File: config.mk
export PLATFORM = sky130hd
export DESIGN_NAME = mma_top
export DESIGN_NICKNAME = d
export VERILOG_FILES = /design/src/source/mma_pkg.sv /design/src/source/mma_stage_if.sv /design/src/source/mma_ingress.sv /design/src/source/mma_pipe_buffer.sv /design/src/source/binary_tree_adder.sv /design/src/source/mma_compute.sv /design/src/source/mma_top.sv
export SDC_FILE = /design/constraint.sdc
export NUM_CORES = 2
export LEC_CHECK = 0
export ABC_AREA = 0
export BUFFER_PORTS_ARGS = -buffer_cell sky130_fd_sc_hd__clkbuf_2
export CELL_PAD_IN_SITES_DETAIL_PLACEMENT = 0
export CELL_PAD_IN_SITES_GLOBAL_PLACEMENT = 1
export CORE_MARGIN = 2
export CORE_UTILIZATION = 45
export CTS_BUF_LIST = sky130_fd_sc_hd__clkbuf_4
export CTS_CLUSTER_SIZE = 40
export DETAILED_ROUTE_END_ITERATION = 10
export HOLD_SLACK_MARGIN = 0.03
export PLACE_DENSITY = 0.86
export SKIP_LAST_GASP = 1
export SYNTH_ARGS = -nofsm -noshare
export SYNTH_HDL_FRONTEND = slang
export SYNTH_SLANG_ARGS = --single-unit
File: constraint.sdc
create_clock -name clk_i -period 15.25 [get_ports clk_i]
set_clock_uncertainty 0.1 [all_clocks]
set_input_delay 0 -clock clk_i [delete_from_list [all_inputs] [get_ports clk_i]]
set_output_delay 0 -clock clk_i [all_outputs]
set_load 0.1 [all_outputs]
File: src/source/mma_pkg.sv
package mma_pkg;

    // accumulate mode carried with every operand set
    typedef enum logic [1:0] {
        OP_MAC  = 2'd0, // a*b + c
        OP_MUL  = 2'd1, // a*b, c ignored
        OP_NMAC = 2'd2, // c - a*b
        OP_RSVD = 2'd3
    } mma_op_e;

    // default matrix shape, A is M x K and B is K x N
    localparam int DEF_M = 2;
    localparam int DEF_N = 2;
    localparam int DEF_K = 2;
    localparam int DEF_P = 8;  // element width, accumulators are 4x this

    localparam int DEF_STAGES = 2;
    localparam int DEF_TREE   = 1;  // 1 adder tree, 0 adder chain

endpackage

File: src/source/mma_stage_if.sv
`timescale 1ns/1ps

interface mma_stage_if #(
    parameter int M,
    parameter int N,
    parameter int K,
    parameter int P
)(
    input logic clk_i
);
    logic                  valid;
    logic                  ready;
    logic signed [P-1:0]   a [M][K];
    logic signed [P-1:0]   b [K][N];
    logic signed [4*P-1:0] c [M][N];
    logic                  acc_en; // c takes part in the result
    logic                  sub;    // c minus product sum

    modport src (
        input  clk_i,
        input  ready,
        output valid,
        output a,
        output b,
        output c,
        output acc_en,
        output sub
    );

    modport dst (
        input  clk_i,
        input  valid,
        input  a,
        input  b,
        input  c,
        input  acc_en,
        input  sub,
        output ready
    );

endinterface

File: src/source/mma_ingress.sv
`timescale 1ns/1ps

module mma_ingress import mma_pkg::*; #(
    parameter int M,
    parameter int N,
    parameter int K,
    parameter int P
)(
    input  logic [M*K*P-1:0]   a_flat,
    input  logic [K*N*P-1:0]   b_flat,
    input  logic [M*N*4*P-1:0] c_flat,
    input  mma_op_e            op,
    input  logic               valid_in,
    output logic               ready_in,
    mma_stage_if.src           out
);
    localparam int ACC_W = 4 * P;

    // row-major, element [0][0] in the low bits
    always_comb begin
        for (int i = 0; i < M; i++) begin
            for (int k = 0; k < K; k++) begin
                out.a[i][k] = a_flat[(i*K+k)*P +: P];
            end
        end
        for (int k = 0; k < K; k++) begin
            for (int j = 0; j < N; j++) begin
                out.b[k][j] = b_flat[(k*N+j)*P +: P];
            end
        end
        for (int i = 0; i < M; i++) begin
            for (int j = 0; j < N; j++) begin
                out.c[i][j] = c_flat[(i*N+j)*ACC_W +: ACC_W];
            end
        end
    end

    always_comb begin
        case (op)
            OP_MAC: begin
                out.acc_en = 1'b1;
                out.sub    = 1'b0;
            end
            OP_NMAC: begin
                out.acc_en = 1'b1;
                out.sub    = 1'b1;
            end
            default: begin // MUL, reserved never accepted
                out.acc_en = 1'b0;
                out.sub    = 1'b0;
            end
        endcase
    end

    assign out.valid = valid_in;
    assign ready_in  = out.ready;

    // opcode 3 is reserved
    assert property (@(posedge out.clk_i) valid_in |-> op != OP_RSVD)
        else $error("mma_ingress: reserved opcode offered with valid_in");

    // an offered set is held until the buffer takes it
    assert property (@(posedge out.clk_i)
        valid_in && !ready_in |=> valid_in && $stable(a_flat) && $stable(b_flat)
            && $stable(c_flat) && $stable(op))
        else $error("mma_ingress: input changed while stalled");

endmodule

File: src/source/mma_pipe_buffer.sv
`timescale 1ns/1ps

module mma_pipe_buffer #(
    parameter int M,
    parameter int N,
    parameter int K,
    parameter int P,
    parameter int STAGES
)(
    input  logic     clk_i,
    input  logic     arst_n,
    mma_stage_if.dst in,
    mma_stage_if.src out
);
    localparam int ACC_W = 4 * P;
    localparam int OFF_B = M * K * P;
    localparam int OFF_C = OFF_B + K * N * P;
    localparam int OFF_F = OFF_C + M * N * ACC_W; // mode flags
    localparam int PAY_W = OFF_F + 2;

    logic [PAY_W-1:0] in_bits;
    logic [PAY_W-1:0] out_bits;

    always_comb begin
        for (int i = 0; i < M; i++) begin
            for (int k = 0; k < K; k++) begin
                in_bits[(i*K+k)*P +: P] = in.a[i][k];
            end
        end
        for (int k = 0; k < K; k++) begin
            for (int j = 0; j < N; j++) begin
                in_bits[OFF_B+(k*N+j)*P +: P] = in.b[k][j];
            end
        end
        for (int i = 0; i < M; i++) begin
            for (int j = 0; j < N; j++) begin
                in_bits[OFF_C+(i*N+j)*ACC_W +: ACC_W] = in.c[i][j];
            end
        end
        in_bits[OFF_F]   = in.acc_en;
        in_bits[OFF_F+1] = in.sub;
    end

    for (genvar s = 0; s < STAGES; s++) begin : g_stage
        logic             valid_q;
        logic [PAY_W-1:0] pay_q;
        logic             up_valid;
        logic [PAY_W-1:0] up_pay;
        logic             down_ready;
        logic             load;

        if (s == 0) begin : g_head
            assign up_valid = in.valid;
            assign up_pay   = in_bits;
        end else begin : g_link
            assign up_valid = g_stage[s-1].valid_q;
            assign up_pay   = g_stage[s-1].pay_q;
        end

        if (s == STAGES - 1) begin : g_tail
            assign down_ready = out.ready;
        end else begin : g_mid
            assign down_ready = g_stage[s+1].load;
        end

        assign load = !valid_q || down_ready; // empty or draining

        always_ff @(posedge clk_i or negedge arst_n) begin
            if (!arst_n) begin
                valid_q <= 1'b0;
            end else if (load) begin
                valid_q <= up_valid;
            end
        end

        always_ff @(posedge clk_i) begin
            if (load && up_valid) begin
                pay_q <= up_pay;
            end
        end
    end

    assign in.ready  = g_stage[0].load;
    assign out.valid = g_stage[STAGES-1].valid_q;
    assign out_bits  = g_stage[STAGES-1].pay_q;

    always_comb begin
        for (int i = 0; i < M; i++) begin
            for (int k = 0; k < K; k++) begin
                out.a[i][k] = out_bits[(i*K+k)*P +: P];
            end
        end
        for (int k = 0; k < K; k++) begin
            for (int j = 0; j < N; j++) begin
                out.b[k][j] = out_bits[OFF_B+(k*N+j)*P +: P];
            end
        end
        for (int i = 0; i < M; i++) begin
            for (int j = 0; j < N; j++) begin
                out.c[i][j] = out_bits[OFF_C+(i*N+j)*ACC_W +: ACC_W];
            end
        end
        out.acc_en = out_bits[OFF_F];
        out.sub    = out_bits[OFF_F+1];
    end

    // a stalled result stays put
    assert property (@(posedge clk_i) disable iff (!arst_n)
        out.valid && !out.ready |=> out.valid && $stable(out_bits))
        else $error("mma_pipe_buffer: output changed under back-pressure");

endmodule

File: src/source/binary_tree_adder.sv
`timescale 1ns/1ps

module binary_tree_adder #(
    parameter int INPUTS,
    parameter int P
)(
    input  logic signed [4*P-1:0] terms [INPUTS],
    output logic signed [4*P-1:0] sum
);
    localparam int ACC_W = 4 * P;

    if (INPUTS == 1) begin : g_leaf
        assign sum = terms[0];
    end else if (INPUTS == 2) begin : g_pair
        assign sum = terms[0] + terms[1];
    end else begin : g_split
        // halves differ by at most one, depth stays ceil(log2)
        localparam int LO = INPUTS / 2;
        localparam int HI = INPUTS - LO;

        logic signed [ACC_W-1:0] lo_terms [LO];
        logic signed [ACC_W-1:0] hi_terms [HI];
        logic signed [ACC_W-1:0] lo_sum;
        logic signed [ACC_W-1:0] hi_sum;

        for (genvar t = 0; t < LO; t++) begin : g_lo
            assign lo_terms[t] = terms[t];
        end
        for (genvar t = 0; t < HI; t++) begin : g_hi
            assign hi_terms[t] = terms[LO+t];
        end

        binary_tree_adder #(
            .INPUTS (LO),
            .P      (P)
        ) u_lo (
            .terms (lo_terms),
            .sum   (lo_sum)
        );

        binary_tree_adder #(
            .INPUTS (HI),
            .P      (P)
        ) u_hi (
            .terms (hi_terms),
            .sum   (hi_sum)
        );

        assign sum = lo_sum + hi_sum; // wraps at 4P bits
    end

endmodule

File: src/source/mma_compute.sv
`timescale 1ns/1ps

module mma_compute #(
    parameter int M,
    parameter int N,
    parameter int K,
    parameter int P,
    parameter int TREE
)(
    mma_stage_if.dst           in,
    output logic [M*N*4*P-1:0] d_flat,
    output logic               valid_out,
    input  logic               ready_out
);
    localparam int ACC_W = 4 * P;

    for (genvar i = 0; i < M; i++) begin : g_row
        for (genvar j = 0; j < N; j++) begin : g_col
            logic signed [ACC_W-1:0] prod [K];
            logic signed [ACC_W-1:0] dot;
            logic signed [ACC_W-1:0] res;

            // both factors sign-extended before the multiply
            for (genvar k = 0; k < K; k++) begin : g_prod
                assign prod[k] = ACC_W'(in.a[i][k]) * ACC_W'(in.b[k][j]);
            end

            if (TREE != 0) begin : g_tree
                binary_tree_adder #(
                    .INPUTS (K),
                    .P      (P)
                ) u_tree (
                    .terms (prod),
                    .sum   (dot)
                );
            end else begin : g_chain
                logic signed [ACC_W-1:0] part [K+1];

                assign part[0] = '0;
                for (genvar k = 0; k < K; k++) begin : g_link
                    assign part[k+1] = part[k] + prod[k];
                end
                assign dot = part[K];
            end

            always_comb begin
                if (!in.acc_en) begin
                    res = dot;                 // MUL
                end else if (in.sub) begin
                    res = in.c[i][j] - dot;    // NMAC
                end else begin
                    res = in.c[i][j] + dot;
                end
            end

            assign d_flat[(i*N+j)*ACC_W +: ACC_W] = res;
        end
    end

    // no state here, handshake passes straight through
    assign valid_out = in.valid;
    assign in.ready  = ready_out;

endmodule

File: src/source/mma_top.sv
`timescale 1ns/1ps

module mma_top import mma_pkg::*; #(
    parameter int M      = DEF_M,
    parameter int N      = DEF_N,
    parameter int K      = DEF_K,
    parameter int P      = DEF_P,
    parameter int STAGES = DEF_STAGES,
    parameter int TREE   = DEF_TREE
)(
    input  logic               clk_i,
    input  logic               arst_n,
    input  logic [M*K*P-1:0]   a_flat,
    input  logic [K*N*P-1:0]   b_flat,
    input  logic [M*N*4*P-1:0] c_flat,
    input  mma_op_e            op,
    input  logic               valid_in,
    output logic               ready_in,
    output logic [M*N*4*P-1:0] d_flat,
    output logic               valid_out,
    input  logic               ready_out
);

    mma_stage_if #(
        .M (M),
        .N (N),
        .K (K),
        .P (P)
    ) ingress_to_buf (
        .clk_i (clk_i)
    );

    mma_stage_if #(
        .M (M),
        .N (N),
        .K (K),
        .P (P)
    ) buf_to_compute (
        .clk_i (clk_i)
    );

    mma_ingress #(
        .M (M),
        .N (N),
        .K (K),
        .P (P)
    ) u_ingress (
        .a_flat   (a_flat),
        .b_flat   (b_flat),
        .c_flat   (c_flat),
        .op       (op),
        .valid_in (valid_in),
        .ready_in (ready_in),
        .out      (ingress_to_buf.src)
    );

    mma_pipe_buffer #(
        .M      (M),
        .N      (N),
        .K      (K),
        .P      (P),
        .STAGES (STAGES)
    ) u_buffer (
        .clk_i  (clk_i),
        .arst_n (arst_n),
        .in     (ingress_to_buf.dst),
        .out    (buf_to_compute.src)
    );

    mma_compute #(
        .M    (M),
        .N    (N),
        .K    (K),
        .P    (P),
        .TREE (TREE)
    ) u_compute (
        .in        (buf_to_compute.dst),
        .d_flat    (d_flat),
        .valid_out (valid_out),
        .ready_out (ready_out)
    );

endmodule

==> out/qor.yml <==
status: "finished, final reports clean"
start_util_pct: 45.4
slew_viol_final: 0
critical_path_class: "reg -> out"
finalSetupViolCount: 0
cts_setup_buffers: 0
drt_iter0_drc: 2094
rsz0062_at_grt: "false"
cts_max_level: 3
drt-pass1-iter-count: 7
cts_sinks: 390
timing.final.crit_share_pct: 77.1
gp_congestion: 0.934
path_delay_family: "compound AO/OA/AOI/OAI gates"
drive_gt1_share_pct: 11.0
use_met1_pct: 33.2
synth_area_leaders: "edfxtp_1 26%, fa_1 21%, ha_1 12%"
row_count: 114
hold_viol_final: 0
grt_pass1_wl_mm: 193
endpoint_kind: "output pin"
totalWireLength_mm: 122
clk_pin_slew_ps: 90
numCtsBuffers: 105
yosysSeqAreaShare_pct: 26.6
synth_cell_types: 81
drc: 0
grt_max_degree: 75
timing.rr.start: "u_buffer.out.valid"
root_buffer: "clkbuf_4"
vias: 34000
detail-route-antenna-nets: 0
worst_path_most_repeated_cell: "inv_1"
grt_pass1_vias: 35300
slowest_delay_ps: 910
min_from: "c_flat[20]"
rrSetupSlack_ps: 12120
cp_max_fo: 18
area_growth_pct: 18.8
vias_per_cell: 5.20
drv_cap: 0
synth_edf_count: 388
busiest_layer: "met2"
hold_class: "in -> reg"
use_met3_pct: 3.61
ctsLongestPathBuffers: 3
period_needed_ps: 11760
synth.top_cell.area_share_pct: 26.5
worstRegToRegCells: 4
grt_usage_pct: 24.8
synth-async-reset-ratio_pct: 0.513
r2r_end: "u_buffer.g_stage[0].pay_q[55]"
hpwl_mm: 92.8
io_pins: 328
synth_area_per_cell_um2: 9.92
hold-path-endpoint: "u_buffer.g_stage[0].pay_q[84]"
clock_latency_ps: 980
synth_area_um2: 44000
synth_warnings: 0
yosysTopAreaCell: "edfxtp_1"
worstMarginPinSlew_ps: 1260
netlist_top_cells_count: "775 x inv_1, 452 x fa_1, 424 x ha_1"
worstHoldPathCells: 3
cp_num_buf_inv: 6
crit_path_top_delay_cell: "a2111oi_0"
max_freq_mhz: 85.1
fin_setup_tns_ps: 0
cts_tree: "built"
overflow: 0
portBuffers: 327
synth_seq_cells: 390
chipWidth_um: 317
yosysMostFrequentCell: "inv_1"
wl_per_cell_um: 18.6
dieArea_um2: 100000
synthFlopType: "edfxtp_1"
worstPathArrival_ps: 11660
met2_usage_pct: 41.0
final_nets: 6240
core_um2: 96900
crit_path_start_kind: "flip-flop"
antenna_found_initial: 4
syn-num-nets: 5510
cp.required_ps: 15150
die_y_um: 317
n_fill_cell: 8504
netlist_instances: 4436
relSlewSlack_pct: 15.8
-- how the worst max path moves through the flow --
stage	slack [ps]	to	depth (start not counted)	from
2_1_floorplan	4820	d_flat[29]	40	u_buffer.g_stage[1].pay_q[5]
3_3_place_gp	4880	d_flat[127]	41	u_buffer.g_stage[1].pay_q[21]
3_5_place_dp	4810	d_flat[127]	41	u_buffer.g_stage[1].pay_q[42]
4_1_cts	3630	d_flat[127]	41	u_buffer.g_stage[1].pay_q[22]
5_1_grt	2940	d_flat[92]	35	u_buffer.g_stage[1].pay_q[39]
6_report	3490	d_flat[92]	35	u_buffer.g_stage[1].pay_q[39]
-- registers in the layout, indices dropped and copies added (netlist names) --
| name | flops |
|---|---|
| u_buffer.g_stage.valid_q | 1 |
| u_buffer.g_stage.pay_q | 388 |
| u_buffer.out.valid | 1 |
-- repair_timing --
item                                   CTS  global route
hold buffers                           396             0
gates resized for setup                  0             0
endpoints found under the hold margin  383             0
-- through the flow --
stage / std cells / utilization [%] / cell area (um^2) / hold slack (ps) / worst slack, ps
6_report: 6531 / 54.0 / 52300 / 161 / 3490
5_1_grt: 6531 / 54.0 / 52300 / 116 / 2940
4_1_cts: 6527 / 54.0 / 52300 / 32.4 / 3630
3_5_place_dp: 5939 / 48.5 / 46900 / -310 / 4810
3_3_place_gp: 5939 / 48.5 / 46900 / -313 / 4880
2_1_floorplan: 4436 / - / 44000 / -396 / 4820
-- layout make-up --
type	instances	area (um^2)	area share, %
multi-input cells	3153	29000	55.4
flip-flops and latches	390	11700	22.4
repair buffers	740	5730	11.0
inverters	776	2910	5.57
well taps	1276	1600	3.05
clock buffers	145	1090	2.08
clock inverters	47	289	0.553
diodes	4	10.0	0.0191
-- placed cells by master (no fill, tap or decap), types with 230 or more instances in the layout --
cell type,Yosys,routed
inv_1,775,774
clkbuf_2,0,327
edfxtp_1,388,388
fa_1,452,452
xnor2_1,251,251
nand2_1,239,239
and2_1,366,364
dlygate4sd3_1,0,396
a21oi_1,230,230
ha_1,424,424
-- kinds of logic after synthesis --
logic type,synth area share [%]
flip-flops,26.6
buffers and inverters,7.62
AND/OR/NAND/NOR,12.9
multiplexers,1.36
XOR/XNOR,7.18
adder cells (fa/ha/maj),32.6
AO/OA/AOI/OAI,11.8
-- per-layer routing --
layer	routed length [um]	share of wire [%]	vias to the layer above
met1	52800	43	16500
met2	58100	48	1051
met5	21	0.017	-
met4	4140	3.4	4
li1	-	-	16200
met3	6530	5.4	208
-- worst reg2reg max path, delay by kind of cell, from the launching register on --
| kind | cells | cell delay (ps) |
|---|---|---|
| AND/OR/NAND/NOR | 2 | 600 |
| buffers and inverters | 2 | 1490 |
| flip-flops | 1 | 400 |
Power is left out: the tool's default activity adds up to more than one toggle a clock period on the data nets, which glitch-free logic cannot reach.
